<file path="config.mk">
export PLATFORM = sky130hd
export DESIGN_NAME = cpu
export DESIGN_NICKNAME = d
export VERILOG_FILES = /design/src/source/lc3b_pkg.sv /design/src/source/alu.sv /design/src/source/cc_branch.sv /design/src/source/cpu.sv /design/src/source/cpu_control.sv /design/src/source/cpu_datapath.sv /design/src/source/regfile.sv
export SDC_FILE = /design/constraint.sdc
export NUM_CORES = 1
export LEC_CHECK = 0
export ABC_AREA = 1
export BUFFER_PORTS_ARGS = -buffer_cell sky130_fd_sc_hd__buf_4
export CORE_MARGIN = 5
export CORE_UTILIZATION = 47
export DETAILED_ROUTE_END_ITERATION = 10
export PLACE_DENSITY = 0.72
export SYNTH_ARGS = -nofsm -noshare
export SYNTH_HDL_FRONTEND = slang
export SYNTH_SLANG_ARGS = --single-unit
</file>
<file path="constraint.sdc">
create_clock -name clk -period 6.9 [get_ports clk]
set_input_delay 0.345 -clock clk [delete_from_list [all_inputs] [get_ports clk]]
set_output_delay 0.345 -clock clk [all_outputs]
set_load 0.1 [all_outputs]
</file>
<file path="src/source/lc3b_pkg.sv">
package lc3b_pkg;

    // all data and addresses are one 16-bit word.
    typedef logic [15:0] lc3b_word;

    // the full opcode map is listed so that decode can spot the unsupported ones.
    typedef enum logic [3:0] {
        op_br   = 4'b0000,
        op_add  = 4'b0001,
        op_ldb  = 4'b0010,
        op_stb  = 4'b0011,
        op_jsr  = 4'b0100,
        op_and  = 4'b0101,
        op_ldr  = 4'b0110,
        op_str  = 4'b0111,
        op_rti  = 4'b1000,
        op_not  = 4'b1001,
        op_ldi  = 4'b1010,
        op_sti  = 4'b1011,
        op_jmp  = 4'b1100,
        op_shf  = 4'b1101,
        op_lea  = 4'b1110,
        op_trap = 4'b1111
    } lc3b_opcode;

    typedef enum logic [1:0] {alu_add, alu_and, alu_not, alu_pass} lc3b_aluop;

    // next pc source.
    typedef enum logic [1:0] {pc_plus2, pc_target, pc_reg} pcmux_sel_t;

    typedef enum logic {mar_pc, mar_alu} marmux_sel_t;

    // register file write data source.
    typedef enum logic [1:0] {rf_alu, rf_mdr, rf_addr} regfilemux_sel_t;

    typedef enum logic [1:0] {alu_sr2, alu_imm5, alu_off6} alumux_sel_t;

endpackage : lc3b_pkg

</file>
<file path="src/source/alu.sv">
`timescale 1ns/1ps

module alu (
    input  lc3b_pkg::lc3b_aluop aluop,
    input  lc3b_pkg::lc3b_word  a,
    input  lc3b_pkg::lc3b_word  b,
    output lc3b_pkg::lc3b_word  f
);

    import lc3b_pkg::*;

    always_comb begin
        unique case (aluop)
            alu_add: begin
                f = a + b; // the carry out is dropped.
            end
            alu_and: begin
                f = a & b;
            end
            alu_not: begin
                f = ~a; // only the first operand matters here.
            end
            alu_pass: begin
                f = b;
            end
            default: begin
                f = b;
            end
        endcase
    end

endmodule : alu

</file>
<file path="src/source/cc_branch.sv">
`timescale 1ns/1ps

module cc_branch (
    input  logic               clk,
    input  logic               arst_n,
    input  logic               load_cc,
    input  lc3b_pkg::lc3b_word result,
    input  logic [2:0]         nzp,
    output logic               branch_enable
);

    import lc3b_pkg::*;

    logic [2:0] cc; // bit 2 is n, bit 1 is z, bit 0 is p.
    logic [2:0] flags;
    logic       neg;
    logic       zero;

    assign neg   = result[15];
    assign zero  = (result == '0);
    assign flags = {neg, zero, !neg && !zero};

    always_ff @(posedge clk or negedge arst_n) begin
        if (!arst_n) begin
            cc <= 3'b010; // the registers are zero out of reset.
        end else if (load_cc) begin
            cc <= flags;
        end
    end

    // exactly one flag is set, so any overlap with the mask takes the branch.
    assign branch_enable = |(nzp & cc);

endmodule : cc_branch

</file>
<file path="src/source/cpu.sv">
`timescale 1ns/1ps

module cpu #(
    parameter lc3b_pkg::lc3b_word reset_vector = 16'h0000
) (
    input  logic               clk,
    input  logic               arst_n,
    input  lc3b_pkg::lc3b_word mem_rdata,
    input  logic               mem_resp,
    output lc3b_pkg::lc3b_word mem_address,
    output lc3b_pkg::lc3b_word mem_wdata,
    output logic               mem_read,
    output logic               mem_write
);

    import lc3b_pkg::*;

    // datapath to control.
    lc3b_opcode      opcode;
    logic            inst5;
    logic            branch_enable;

    // control to datapath.
    logic            load_pc;
    logic            load_ir;
    logic            load_regfile;
    logic            load_mar;
    logic            load_mdr;
    logic            load_cc;
    pcmux_sel_t      pcmux_sel;
    marmux_sel_t     marmux_sel;
    regfilemux_sel_t regfilemux_sel;
    alumux_sel_t     alumux_sel;
    logic            storemux_sel;
    logic            mdrmux_sel;
    lc3b_aluop       aluop;

    cpu_control _cpu_control (
        .clk,
        .arst_n,
        .opcode,
        .inst5,
        .branch_enable,
        .mem_resp,
        .load_pc,
        .load_ir,
        .load_regfile,
        .load_mar,
        .load_mdr,
        .load_cc,
        .pcmux_sel,
        .marmux_sel,
        .regfilemux_sel,
        .alumux_sel,
        .storemux_sel,
        .mdrmux_sel,
        .aluop,
        .mem_read,  // the strobes leave the chip as they are.
        .mem_write
    );

    cpu_datapath #(
        .reset_vector (reset_vector)
    ) _cpu_datapath (
        .clk,
        .arst_n,
        .load_pc,
        .load_ir,
        .load_regfile,
        .load_mar,
        .load_mdr,
        .load_cc,
        .pcmux_sel,
        .marmux_sel,
        .regfilemux_sel,
        .alumux_sel,
        .storemux_sel,
        .mdrmux_sel,
        .aluop,
        .mem_rdata,
        .mem_address,
        .mem_wdata,
        .opcode,
        .inst5,
        .branch_enable
    );

endmodule : cpu

</file>
<file path="src/source/cpu_control.sv">
`timescale 1ns/1ps

module cpu_control (
    input  logic                          clk,
    input  logic                          arst_n,
    input  lc3b_pkg::lc3b_opcode          opcode,
    input  logic                          inst5,
    input  logic                          branch_enable,
    input  logic                          mem_resp,
    output logic                          load_pc,
    output logic                          load_ir,
    output logic                          load_regfile,
    output logic                          load_mar,
    output logic                          load_mdr,
    output logic                          load_cc,
    output lc3b_pkg::pcmux_sel_t          pcmux_sel,
    output lc3b_pkg::marmux_sel_t         marmux_sel,
    output lc3b_pkg::regfilemux_sel_t     regfilemux_sel,
    output lc3b_pkg::alumux_sel_t         alumux_sel,
    output logic                          storemux_sel,
    output logic                          mdrmux_sel,
    output lc3b_pkg::lc3b_aluop           aluop,
    output logic                          mem_read,
    output logic                          mem_write
);

    import lc3b_pkg::*;

    typedef enum logic [3:0] {
        s_fetch1, s_fetch2, s_fetch3, s_decode,
        s_add, s_and, s_not, s_lea, s_jmp, s_br,
        s_ldr1, s_ldr2, s_ldr3,
        s_str1, s_str2, s_str3
    } state_t;

    state_t state;
    state_t next_state;

    always_ff @(posedge clk or negedge arst_n) begin
        if (!arst_n) begin
            state <= s_fetch1;
        end else begin
            state <= next_state;
        end
    end

    always_comb begin
        next_state = s_fetch1; // every execute state falls back to fetch.
        unique case (state)
            s_fetch1: next_state = s_fetch2;
            s_fetch2: next_state = mem_resp ? s_fetch3 : s_fetch2;
            s_fetch3: next_state = s_decode;
            s_decode: begin
                case (opcode)
                    op_add:  next_state = s_add;
                    op_and:  next_state = s_and;
                    op_not:  next_state = s_not;
                    op_lea:  next_state = s_lea;
                    op_jmp:  next_state = s_jmp;
                    op_br:   next_state = s_br;
                    op_ldr:  next_state = s_ldr1;
                    op_str:  next_state = s_str1;
                    default: next_state = s_fetch1; // unsupported, so a no-op.
                endcase
            end
            s_ldr1:   next_state = s_ldr2;
            s_ldr2:   next_state = mem_resp ? s_ldr3 : s_ldr2;
            s_str1:   next_state = s_str2;
            s_str2:   next_state = s_str3;
            s_str3:   next_state = mem_resp ? s_fetch1 : s_str3;
            default:  next_state = s_fetch1;
        endcase
    end

    always_comb begin
        load_pc        = 1'b0;
        load_ir        = 1'b0;
        load_regfile   = 1'b0;
        load_mar       = 1'b0;
        load_mdr       = 1'b0;
        load_cc        = 1'b0;
        pcmux_sel      = pc_plus2;
        marmux_sel     = mar_pc;
        regfilemux_sel = rf_alu;
        alumux_sel     = alu_sr2;
        storemux_sel   = 1'b0;
        mdrmux_sel     = 1'b0;
        aluop          = alu_pass;
        mem_read       = 1'b0;
        mem_write      = 1'b0;

        // the second alu operand of add and and follows the immediate bit.
        case (state)
            s_fetch1: load_mar = 1'b1;
            s_fetch2: begin
                mem_read = 1'b1;
                load_mdr = 1'b1; // the mdr holds rdata after the response edge.
            end
            s_fetch3: begin
                load_ir = 1'b1;
                load_pc = 1'b1;
            end
            s_add, s_and, s_not: begin
                load_regfile = 1'b1;
                load_cc      = 1'b1;
                alumux_sel   = inst5 ? alu_imm5 : alu_sr2;
                if (state == s_add) begin
                    aluop = alu_add;
                end else if (state == s_and) begin
                    aluop = alu_and;
                end else begin
                    aluop = alu_not;
                end
            end
            s_lea: begin
                load_regfile   = 1'b1;
                load_cc        = 1'b1;
                regfilemux_sel = rf_addr;
            end
            s_jmp: begin
                load_pc   = 1'b1;
                pcmux_sel = pc_reg;
            end
            s_br: begin
                load_pc   = branch_enable; // only a taken branch moves the pc.
                pcmux_sel = pc_target;
            end
            s_ldr1, s_str1: begin
                load_mar   = 1'b1;
                marmux_sel = mar_alu;
                alumux_sel = alu_off6;
                aluop      = alu_add;
            end
            s_ldr2: begin
                mem_read = 1'b1;
                load_mdr = 1'b1;
            end
            s_ldr3: begin
                load_regfile   = 1'b1;
                load_cc        = 1'b1;
                regfilemux_sel = rf_mdr;
            end
            s_str2: begin
                storemux_sel = 1'b1; // read the source register on port a.
                mdrmux_sel   = 1'b1;
                load_mdr     = 1'b1;
            end
            s_str3:   mem_write = 1'b1;
            default:  ;
        endcase
    end

endmodule : cpu_control

</file>
<file path="src/source/cpu_datapath.sv">
`timescale 1ns/1ps

module cpu_datapath #(
    parameter lc3b_pkg::lc3b_word reset_vector = 16'h0000
) (
    input  logic                          clk,
    input  logic                          arst_n,
    input  logic                          load_pc,
    input  logic                          load_ir,
    input  logic                          load_regfile,
    input  logic                          load_mar,
    input  logic                          load_mdr,
    input  logic                          load_cc,
    input  lc3b_pkg::pcmux_sel_t          pcmux_sel,
    input  lc3b_pkg::marmux_sel_t         marmux_sel,
    input  lc3b_pkg::regfilemux_sel_t     regfilemux_sel,
    input  lc3b_pkg::alumux_sel_t         alumux_sel,
    input  logic                          storemux_sel,
    input  logic                          mdrmux_sel,
    input  lc3b_pkg::lc3b_aluop           aluop,
    input  lc3b_pkg::lc3b_word            mem_rdata,
    output lc3b_pkg::lc3b_word            mem_address,
    output lc3b_pkg::lc3b_word            mem_wdata,
    output lc3b_pkg::lc3b_opcode          opcode,
    output logic                          inst5,
    output logic                          branch_enable
);

    import lc3b_pkg::*;

    lc3b_word   pc;
    lc3b_word   ir;
    lc3b_word   mar;
    lc3b_word   mdr;
    lc3b_word   imm5_sext;
    lc3b_word   off6_sext;
    lc3b_word   off9_sext;
    lc3b_word   addr_sum;
    lc3b_word   pcmux_out;
    lc3b_word   marmux_out;
    lc3b_word   mdrmux_out;
    lc3b_word   regfilemux_out;
    lc3b_word   alumux_out;
    lc3b_word   alu_out;
    lc3b_word   reg_a;
    lc3b_word   reg_b;
    logic [2:0] src_a;

    // the first fetch after reset starts at the reset vector.
    always_ff @(posedge clk or negedge arst_n) begin
        if (!arst_n) begin
            pc <= reset_vector;
        end else if (load_pc) begin
            pc <= pcmux_out;
        end
    end

    always_ff @(posedge clk) begin
        if (load_ir) ir <= mdr;
        if (load_mar) mar <= marmux_out;
        if (load_mdr) mdr <= mdrmux_out;
    end

    assign opcode = lc3b_opcode'(ir[15:12]);
    assign inst5  = ir[5];

    // word offsets are shifted left by one to become byte offsets.
    assign imm5_sext = {{11{ir[4]}}, ir[4:0]};
    assign off6_sext = {{9{ir[5]}}, ir[5:0], 1'b0};
    assign off9_sext = {{6{ir[8]}}, ir[8:0], 1'b0};

    assign addr_sum = pc + off9_sext; // pc already points past this instruction.

    assign src_a = storemux_sel ? ir[11:9] : ir[8:6];

    always_comb begin
        unique case (pcmux_sel)
            pc_target: pcmux_out = addr_sum;
            pc_reg:    pcmux_out = reg_a;
            default:   pcmux_out = pc + 16'd2;
        endcase
    end

    assign marmux_out = (marmux_sel == mar_alu) ? alu_out : pc;
    assign mdrmux_out = mdrmux_sel ? reg_a : mem_rdata; // store data or read data.

    always_comb begin
        unique case (alumux_sel)
            alu_imm5: alumux_out = imm5_sext;
            alu_off6: alumux_out = off6_sext;
            default:  alumux_out = reg_b;
        endcase
    end

    always_comb begin
        unique case (regfilemux_sel)
            rf_mdr:  regfilemux_out = mdr;
            rf_addr: regfilemux_out = addr_sum;
            default: regfilemux_out = alu_out;
        endcase
    end

    assign mem_address = mar;
    assign mem_wdata   = mdr;

    regfile _regfile (
        .clk,
        .arst_n,
        .load  (load_regfile),
        .src_a,
        .src_b (ir[2:0]),
        .dest  (ir[11:9]),
        .in    (regfilemux_out),
        .reg_a,
        .reg_b
    );

    alu _alu (
        .aluop,
        .a (reg_a),
        .b (alumux_out),
        .f (alu_out)
    );

    // flags follow whatever value is written to the register file.
    cc_branch _cc_branch (
        .clk,
        .arst_n,
        .load_cc,
        .result (regfilemux_out),
        .nzp    (ir[11:9]),
        .branch_enable
    );

endmodule : cpu_datapath

</file>
<file path="src/source/regfile.sv">
`timescale 1ns/1ps

module regfile (
    input  logic               clk,
    input  logic               arst_n,
    input  logic               load,
    input  logic [2:0]         src_a,
    input  logic [2:0]         src_b,
    input  logic [2:0]         dest,
    input  lc3b_pkg::lc3b_word in,
    output lc3b_pkg::lc3b_word reg_a,
    output lc3b_pkg::lc3b_word reg_b
);

    import lc3b_pkg::*;

    lc3b_word data [8];

    always_ff @(posedge clk or negedge arst_n) begin
        if (!arst_n) begin
            for (int i = 0; i < 8; i++) begin
                data[i] <= '0;
            end
        end else if (load) begin
            data[dest] <= in;
        end
    end

    // reads see the old value during a write cycle.
    assign reg_a = data[src_a];
    assign reg_b = data[src_b];

endmodule : regfile

</file>
-- Word level (Yosys, flattened, before mapping)
Memories as Yosys holds them, arrays and structs flattened. A register that Yosys moved wholly into a read port is not among the register bits.
Cells that the tools add are included.
- register bits after elaboration: 199
- ROM bits: 64
- output and inout bits: 34
- word-level logic and storage cells: 104
- memories kept: 1
- memories (memory ; depth ; bits a word ; read ports ; clocked after memory_dff ; write ports ; line ; text):
    (name not given) ; 16 ; 4 ; 1 ; 1 ; 0 ; cpu_control.sv:54 ; case (opcode)
- $add $sub $neg: 3
- order comparisons: 4
- equality and inequality tests: 24
- muxes and demuxes: 37
- bitwise operators: 6
- reductions and logical operators: 15
- operators with widths (operator ; number):
    $bwmux 128 ; 1
    $mux 16 ; 7
    $bmux 16 s3 ; 2
    $pmux 16 s2 ; 3
    $pmux 16 s4 ; 1
    $demux 16 s3 ; 1
    $pmux 4 s9 ; 1
    $add 16x16->16 ; 2
    $eq 4x4->1 const B ; 8
    $add 16x2->16 const B ; 1
    $and 16x16->16 ; 1
    $eq 4x3->1 const B ; 4
    $logic_not 16->1 ; 1
    $not 16->16 ; 1
    $pmux 2 s2 ; 4
    $ge 4x4->1 const B ; 3
    $not 3->4 ; 3
    $reduce_or 3->1 ; 4
    $eq 2x2->1 const B ; 5
    $mux 1 ; 9
    $eq 2x1->1 const B ; 4
    $eq 4x2->1 const B ; 2
    $mux 4 ; 2
    $mux 2 ; 3
    other kinds (11) ; 16

-- Depth between registers and ports, before layout
Gate-level depths: netlist of run 1.
- depth after elaboration: 13
- gate-level depth with buffers: 32

-- Cells and area by module
Synthesis of run 1 repeated with hierarchy kept, for this count alone.
- cells, all modules: 2139
- area total of the unflattened synthesis: 14022.2 um^2
- by module, submodules not included (module ; instances ; cells each ; area each (um^2) ; seq. area each (um^2)):
    regfile ; 1 ; 1165 ; 7489.7 ; 3203.1
    cpu_datapath ; 1 ; 573 ; 4464.3 ; 1841.8
    alu ; 1 ; 269 ; 1358.8 ; 0.0
    cpu_control ; 1 ; 100 ; 511.7 ; 100.1
    cc_branch ; 1 ; 32 ; 197.7 ; 76.3

-- Worst setup path before layout of run 1
OpenSTA, ideal clock, no wires.
- kind: register -> register
- start: reg _cpu_control.state[0]
- end: reg _cpu_datapath._cc_branch.cc[0]
- library setup time: 117 ps
- arrival time: 3734 ps
- setup slack: 3049 ps
- cell stages (with the launch flop): 31
- buffers on the path: 2
- clock period less this slack: 3851 ps
- path through: dfrtp_1 inv_1 nor2_1 nand2_1 nand2_2 inv_1 ha_1 buf_2 inv_1 nand2_1 inv_1 o21ai_1 clkbuf_1 nand2_1 inv_1 ha_1 a21o_1 nor2_1 nor2_1 nor2_1 nand2_1 nand2_1 nand3_1 nand3_2 nand2_2 nor2_1 nand2_1 nor2_2 nand2_1 nand2_1 nand2_1
- cells in the longest elaborated chain, start to end: 13
- elaborated cells on any way between the ends: 41
- those cells by class: add/sub: 1; eq/ne: 15; mux: 14; bitwise: 3; reduce/logical: 8
- ends and longest elaborated chain (element ; line ; text):
    from (decl) ; cpu_control.sv:36 ; state_t state;
    from (signal assigned) ; cpu_control.sv:41 ; state <= s_fetch1;
    from (signal assigned) ; cpu_control.sv:43 ; state <= next_state;
    $eq 4x4->1 ; cpu_control.sv:93 ; case (state)
    $mux 1 ; cpu_control.sv:93 ;
    $mux 3 ; cpu_datapath.sv:74 ; assign src_a = storemux_sel ? ir[11:9] : ir[8:6];
    $not 3->4 (not written as such) ; regfile.sv:30 ; assign reg_a = data[src_a];
    $bmux 16 s3 ; regfile.sv:30 ;
    $mux 16 (not written as such) (2 in a row) ; regfile.sv:30 ;
    $add 16x16->16, or another cell as far along ; alu.sv:15 ; f = a + b;
    $pmux 16 s4 ; alu.sv:13 ; unique case (aluop)
    $pmux 16 s2 ; cpu_datapath.sv:96 ; unique case (regfilemux_sel)
    $logic_not 16->1 ; cc_branch.sv:20 ; assign zero = (result == '0);
    $logic_not 1->1 ; cc_branch.sv:21 ; assign flags = {neg, zero, !neg && !zero};
    $logic_and 1x1->1 ; cc_branch.sv:21 ;
    to (signal assigned) ; cc_branch.sv:27 ; cc <= flags;
    to (decl) ; cc_branch.sv:14 ; logic [2:0] cc;
Parallel ways exist; a longest one is shown, timed or not. The select of a mux whose other input is x is not followed.
A chain may end at the register's enable or synchronous reset.

-- Worst setup path in the final report of run 1
Ends and elaborated chain as after synthesis.

==> results of run 1 <==
## cells in the final DEF, fill, tap and decap left out, drive strengths merged, types with 3 or more instances in the layout
cell,count
nand4,10
nand3b,4
a21oi,86
edfxtp,48
nand3,301
xnor2,3
o211ai,8
nor3,10
nor2,145
a32oi,3
a22oi,4
ha,37
clkbuf,37
or2,8
clkinv,7
a31oi,63
xor2,12
inv,180
o21ai,180
buf,81
dfrtp,150
dfxtp,4
nand2,549
## how the worst max path moves through the flow
stage | end | slack, ns | cells past startpoint
after floorplan | _cpu_datapath._cc_branch.cc[0] | 3.05 | 30
after global placement | _cpu_datapath._cc_branch.cc[0] | 1.63 | 29
after detailed placement | _cpu_datapath._cc_branch.cc[0] | 1.62 | 29
after CTS | _cpu_datapath._cc_branch.cc[0] | 1.60 | 29
after global routing | _cpu_datapath._cc_branch.cc[0] | 1.03 | 30
final | _cpu_datapath._cc_branch.cc[0] | 1.44 | 29
## power groups by stage
stage	Sequential (mW)	Clock, mW	Combinational, mW
floorplan	2.52	0	2.51
global placement	2.05	0	4.17
detailed placement	2.06	0	4.19
CTS	2.04	1.26	4.22
global route	2.09	1.31	4.68
finish	2.05	1.25	4.30
## what timing repair did
action | CTS | global route
resized for setup | 0 | 0
hold buffers | 1 | 0
endpoints found under the hold margin | 87 | 0
## layout make-up
type	count	area, um2	share of cell area (%)
Sequential cell	203	5300	35.4
Clock buffer	37	742	4.96
Timing Repair Buffer	82	622	4.16
Clock inverter	6	31.3	0.209
Tap cell	384	480	3.21
Inverter	182	686	4.58
Multi-Input combinational cell	1442	7100	47.5
## metal layers
layer	GRT usage [%]	share of wire, %
met1	43.0	41
met2	46.2	44
met3	4.51	10
met4	11.2	4.8
met5	0	0
## through the flow
step / area (um2) / utilization, % / hold slack, ns / power, mW
final: 15000 / 52.4 / 0.0871 / 7.61
after global routing: 15000 / 52.4 / 0.0877 / 8.08
after CTS: 15000 / 52.4 / 0.0815 / 7.52
after detailed placement: 14200 / 49.7 / 0.474 / 6.25
after global placement: 14200 / 49.7 / 0.475 / 6.22
after floorplan: 13500 / - / 0.0494 / 5.03
## kinds of logic (layout without fill, tap and decap cells)
group,count (synthesis),after routing,share of synthesized area [%]
AOI/OAI and AO/OA,358,358,14.6
xor gates and xnor gates,15,15,0.973
adders and majority gates,39,39,3.73
buffers and inverters,276,307,8.32
DFF,203,203,39.3
muxes,1,1,0.0742
and+or+nand+nor,1029,1029,33.0
==> reports/metrics.yaml, run 1 <==
sta:
  final_hold_viol_count: 0
  final_period_minus_worst_setup_slack_ns: 5.46
  unrepaired_setup_endpoints_after_global_routing: "false"
  achievable_frequency_mhz: 183
  post-route-worst-setup-slack_ns: 1.44
  max-slew-margin-rel_pct: 28.6
  tightestPinTransition_ns: 1.07
  final.setup.tns_ns: 0
  finalCritPeriodShare_pct: 79.2
  final-setup-viol-count: 0
  skew_ns: 0.00961
  final_max_slew_viol_count: 0
worst_setup_path:
  end_kind: "flop"
  rr_endpoint: "_cpu_datapath._cc_branch.cc[0]"
  critPathMaxFanout: 35
  timing.critical_path.slowest_stage_cell: "sky130_fd_sc_hd__ha_1"
  setup.reg_to_reg.worst_slack_ns: 1.44
  crit_path_start_kind: "flop"
  crit_family: "simple AND/OR/NAND/NOR gates"
  r2r_start: "_cpu_control.state[0]"
  critical_path.max_stage_delay_ns: 0.84
  path_class: "reg2reg"
  critical_path.most_common_cell: "sky130_fd_sc_hd__nand2_1"
  cp.buffers_inverters: 6
  arrival_ns: 5.89
  r2r.worst_path.cells: 29
  timing.critical_path.required_ns: 7.33
  timing.critical_path.from: "_cpu_control.state[0]"
route:
  firstDrtPassIters: 6
  drt-wirelength-per-cell_um: 21.4
  detail_route.vias_per_cell: 6.05
  dr_total_vias: 14100
  drt_drc_violations_left: 0
  number_of_nets_still_failing_antenna_checks_after_routing: 0
  totalWireLength_mm: 50.0
  drt_first_iter_violations: 2085
layout:
  final_net_count: 1993
  nFillCells: 2858
  antenna_cells: 0
  max_reg_flops: 128
  share_of_layout_cells_above_drive_strength_1_pct: 9.27
  max_flop_register: "_cpu_datapath._regfile.data"
  area_growth_pct: 10.9
  finalNonFillerCells: 2336
synth:
  netlist.area_leader.share_pct: 27.8
  ys_warn_count: 0
  post-synth-top-count-cell: "sky130_fd_sc_hd__nand2_1"
  post_synth.cell_area_avg_um2: 7.03
  netlist.top_cell.by_area: "sky130_fd_sc_hd__dfrtp_1"
  synth.yosys.seq_area_share_pct: 39.3
  share_of_async_settable_or_async_resettable_flops_after_synthesis_pct: 74.4
  ys_types: 49
  postSynth.topFlopCell: "sky130_fd_sc_hd__dfrtp_1"
  synth_top_cells_by_count: "526 x sky130_fd_sc_hd__nand2_1, 289 x sky130_fd_sc_hd__nand3_1, 176 x sky130_fd_sc_hd__inv_1, 176 x sky130_fd_sc_hd__o21ai_0, 150 x sky130_fd_sc_hd__dfrtp_1"
  netlist_area_um2: 13500
  synthesis.instances: 1921
  synth_top_area_cells: "sky130_fd_sc_hd__dfrtp_1 28%, sky130_fd_sc_hd__nand2_1 15%, sky130_fd_sc_hd__nand3_1 11%"
  synthesis.nets: 1979
  postSynthRegisterBits: 203
  synth_enable_flop_cells: 48
clock_network:
  clkTransAtPathRegs_ns: 0.06
  cts_buffers: 24
  cts_setup_buffers: 0
  max-clock-path-buffers: 3
  clk_root_buffer_cell: "sky130_fd_sc_hd__clkbuf_16"
  clkLatencyLatePin_ns: 0.53
  clock_sink_count: 203
  tritoncts: "built"
  cts_htree_levels: 1
min_path:
  hold_path_class: "in2reg"
  hp-start: "mem_resp"
  hold_end: "_cpu_control.state[0]"
  min_path_cells: 2
global_route:
  grtUsageTotal_pct: 30.0
  grt_residual_overflow: 0
  grt_antenna_before_repair: 0
  pin_count_of_the_biggest_net_entering_global_routing: 93
  number_of_global_route_vias_before_repair: 13100
  first_pass_grt_wire_length_mm: 77.8
placement:
  place_ws_ns: 1.62
  placement.io_buffers: 52
  gpl_wtd_cong: 1.02
  placed_cell_count: 2292
  dp.final_hpwl_mm: 36.1
status:
  run_status: "finished, final reports clean"
die:
  core-area_um2: 28500
  floorplan.die.width_um: 179
  die_h_um: 179
  ioPinCount: 53
  initial_core_util_pct: 47.3
  std_cell_rows: 62
  die-area_um2: 32200
power_and_ir_drop:
  p_clk_share_pct: 16.5
  comb_power_share_pct: 56.5
  intPower_mw: 3.61
  leakage_nw: 6.80
  pwr-share-seq_pct: 27.0
  ir_drop_uv: 204
  power.density_nw_per_um2: 508
  power.switching_mw: 4.00
  power.share.switching_pct: 52.6
job:
  maxCapViolations: 0
No activity file was read; power rests on OpenSTA's default activity.
==> inputs of run 2 (changes only) <==
--- a/config.mk
+++ b/config.mk
@@ -5,7 +5,7 @@
 export SDC_FILE = /design/constraint.sdc
 export NUM_CORES = 1
 export LEC_CHECK = 0
-export ABC_AREA = 1
+export ABC_AREA = 0
 export BUFFER_PORTS_ARGS = -buffer_cell sky130_fd_sc_hd__buf_4
 export CORE_MARGIN = 5
 export CORE_UTILIZATION = 47
==> constraint.sdc (replaced) <==
create_clock -name clk -period 5.6 [get_ports clk]
set_input_delay 0.28 -clock clk [delete_from_list [all_inputs] [get_ports clk]]
set_output_delay 0.28 -clock clk [all_outputs]
set_load 0.1 [all_outputs]
==> reports/metrics.yaml, run 2 <==
die:
  floorplan.die.width_um: 174  # -2.9%
  die-area_um2: 30400  # -5.7%
  die_h_um: 174  # -2.9%
  std_cell_rows: 60  # -3.2%
  ioPinCount: 53  # unchanged
  initial_core_util_pct: 47.3  # +0.065 points
  core-area_um2: 26800  # -6.1%
route:
  dr_total_vias: 10800  # -24%
  detail_route.vias_per_cell: 6.28  # +3.9%
  number_of_nets_still_failing_antenna_checks_after_routing: 0  # unchanged
  totalWireLength_mm: 38.4  # -23%
  drt_drc_violations_left: 0  # unchanged
  firstDrtPassIters: 8  # +2
  drt-wirelength-per-cell_um: 22.4  # +4.5%
  drt_first_iter_violations: 1205  # -42%
synth:
  synthSimpleGateAreaFrac_pct: 13.8  # -19 points
  synth_enable_flop_cells: 48  # unchanged
  post-synth-top-count-cell: "sky130_fd_sc_hd__nand2_1"
  postSynthRegisterBits: 203  # unchanged
  post_synth_mux_area_share_pct: 15.1  # +15 points
  synthesis.nets: 1374  # -31%
  synth_xor_xnor_area_share_pct: 1.79  # +0.82 points
  netlist.top_cell.by_area: "sky130_fd_sc_hd__dfrtp_1"
  synth_top_cells_by_count: "220 x sky130_fd_sc_hd__nand2_1, 178 x sky130_fd_sc_hd__o21ai_0, 150 x sky130_fd_sc_hd__dfrtp_1"
  share_of_async_settable_or_async_resettable_flops_after_synthesis_pct: 74.4  # unchanged
  ys_types: 74  # +51%
  synth-adder-area-share_pct: 3.96  # +0.24 points
  dominant_combinational_cell_family_by_area_after_synthesis: "compound AO/OA/AOI/OAI gates"
  netlist.area_leader.share_pct: 29.6  # +1.8 points
  synth_compound_gate_area_share_pct: 19.7  # +5.1 points
  post_synth.cell_area_avg_um2: 9.64  # +37%
  netlist_area_um2: 12700  # -6.0%
  postSynth.topFlopCell: "sky130_fd_sc_hd__dfrtp_1"
  ys_warn_count: 0  # unchanged
  synth.yosys.seq_area_share_pct: 41.8  # +2.5 points
  synthesis.instances: 1316  # -31%
  synth_top_area_cells: "sky130_fd_sc_hd__dfrtp_1 30%, sky130_fd_sc_hd__edfxtp_1 11%, sky130_fd_sc_hd__mux2i_1 7.2%"
layout:
  regArea_um2: 5300  # unchanged
  final_core_util_pct: 53.4  # +1.0 points
  area_taken_by_multi_input_logic_gates_um2: 6910  # -2.7%
  max_flop_register: "_cpu_datapath._regfile.data"
  share_of_layout_cells_above_drive_strength_1_pct: 15.7  # +6.5 points
  most_frequent_standard_cell_in_the_layout_excluding_fill_and_tap_cells: "sky130_fd_sc_hd__nand2_1"
  nFillCells: 2403  # -16%
  layout_common_cells: "220 x sky130_fd_sc_hd__nand2_1, 176 x sky130_fd_sc_hd__o21ai_0, 150 x sky130_fd_sc_hd__dfrtp_1"
  final_net_count: 1415  # -29%
  max_reg_flops: 128  # unchanged
  antenna_cells: 0  # unchanged
  area_growth_pct: 12.8
clock_network:
  clkTransAtPathRegs_ns: 0.06  # about the same
  clock_sink_count: 203  # unchanged
  cts_htree_levels: 1  # unchanged
  max-clock-path-buffers: 3  # unchanged
  clkLatencyLatePin_ns: 0.53  # about the same
  cts_buffers: 24  # unchanged
  clk_root_buffer_cell: "sky130_fd_sc_hd__clkbuf_16"
  tritoncts: "built"
  cts_setup_buffers: 0  # unchanged
placement:
  gpl_wtd_cong: 1.02  # +0.19%
  dp.final_hpwl_mm: 27.4  # -24%
  placement.io_buffers: 52  # unchanged
worst_setup_path:
  critPathMaxFanout: 17  # -51%
  end_kind: "flop"
  path_class: "reg2reg"
  timing.critical_path.required_ns: 6.07  # -1.26 ns
  critical_path.cell_chain: "nand4b_4 -> mux2i_4 -> nor2_1 -> buf_4 -> a22oi_1 -> nand2_1 -> inv_1 -> ha_1 -> a2111o_1 -> o21ai_0 -> xor2_1 -> o2111ai_1 -> o21ai_1 -> o211ai_1 -> or4_1 -> nor3_2 -> a32o_1"
  arrival_ns: 5.73  # -0.16 ns
  timing.critical_path.slowest_stage_cell: "sky130_fd_sc_hd__dfrtp_1"
  setup.reg_to_reg.worst_slack_ns: 0.34  # -1.10 ns
  critical_path.max_stage_delay_ns: 0.55  # -0.29 ns
  crit_path_start_kind: "flop"
status:
  run_status: "finished, final reports clean"
min_path:
  hold_path_class: "in2reg"
global_route:
  grtUsageTotal_pct: 24.6  # -5.4 points
  first_pass_grt_wire_length_mm: 59.8  # -23%
  grt_antenna_before_repair: 0  # unchanged
  pin_count_of_the_biggest_net_entering_global_routing: 113  # +22%
  number_of_global_route_vias_before_repair: 10300  # -21%
  grt_residual_overflow: 0  # unchanged
power_and_ir_drop:
  power.total_mw: 9.46  # +24%
  ir_drop_uv: 276  # +35%
  power.density_nw_per_um2: 660  # +30%
  leakage_nw: 6.28  # -7.6%
sta:
  final.setup.tns_ns: 0  # unchanged
  skew_ns: 0.0164  # +0.00679 ns
  achievable_frequency_mhz: 190  # +3.8%
  unrepaired_setup_endpoints_after_global_routing: "false"
  finalCritPeriodShare_pct: 94.0  # +15 points
  final_max_slew_viol_count: 0  # unchanged
  final-setup-viol-count: 0  # unchanged
  tightestPinTransition_ns: 1.16  # +0.0891 ns
  final_period_minus_worst_setup_slack_ns: 5.26  # -0.202 ns
  final_hold_viol_count: 0  # unchanged
  max-slew-margin-rel_pct: 22.3  # -6.3 points
job:
  maxCapViolations: 0  # unchanged
[run 2: final timing paths]
kind	start	depth (start not counted)	end
min in group asynchronous	arst_n	2	_cpu_datapath._regfile.data[91]
worst min register to register	_cpu_datapath._regfile.data[27]	2	_cpu_datapath._regfile.data[27]
worst max-delay path	_cpu_control.state[0]	17	_cpu_datapath._cc_branch.cc[1]
worst max register to register	_cpu_control.state[0]	17	_cpu_datapath._cc_branch.cc[1]
max in group asynchronous	arst_n	3	_cpu_control.state[2]
worst min-delay path	mem_rdata[11]	3	_cpu_datapath.mem_wdata[11]
[run 2: repair_timing]
action | 4_1_cts | 5_1_grt
setup endpoints to repair | 0 | 17
hold buffers | 1 | 0
endpoints found under the hold margin | 110 | 0
resized for setup | 0 | 2
[run 2: area by class of cell]
class                   count  area share, %
well taps                 341           2.98
flip-flops and latches    203           37.0
multi-input cells         999           48.3
inverters                  25          0.655
clock inverters             6          0.489
clock buffers              36           4.93
repair buffers            104           5.67
[run 2: report_power, final]
part           switching, mW  leakage, nW  internal (mW)  total (mW)
logic                   3.46         3.41           1.80        5.27
registers              0.538         2.49           2.12        2.65
clock network          0.622        0.383          0.913        1.54
[run 2: logic make-up after synthesis]
| kind of cell | count (synthesis) |
|---|---|
| XOR/XNOR | 26 |
| multiplexers | 146 |
| AND/OR/NAND/NOR | 391 |
| flip-flops | 203 |
| AO/OA/AOI/OAI | 397 |
| buffers and inverters | 114 |
| adder cells (fa/ha/maj) | 39 |
[run 2: critical path, delay by kind of cell (launching register included)]
kind	cells	cell delay (ns)
DFF	1	0.55
adders and majority gates	1	0.37
xor gates and xnor gates	1	0.26
AOI/OAI and AO/OA	7	1.42
and+or+nand+nor	5	1.83
muxes	1	0.38
buffers and inverters	2	0.39
[run 2: metal layers]
metal	global-route usage [%]	vias to the layer above	share of wire [%]	wire, um
met5	0	-	0	0
met4	7.46	0	3.1	1190
met3	2.91	78	8.1	3120
met2	40.1	486	47	17900
met1	34.7	5256	42	16200
li1	-	4943	-	-
[run 2: per-stage QoR]
stage	cell area (um2)	std cells	hold WS, ns	setup WS [ns]
after global routing	14300	1714	0.0195	0.0867
after detailed placement	13500	1671	0.493	0.332
after global placement	13500	1671	0.465	0.491
after floorplan	12700	1316	-0.0156	0.177
after CTS	14300	1714	0.0118	0.358
final	14300	1714	0.0257	0.337
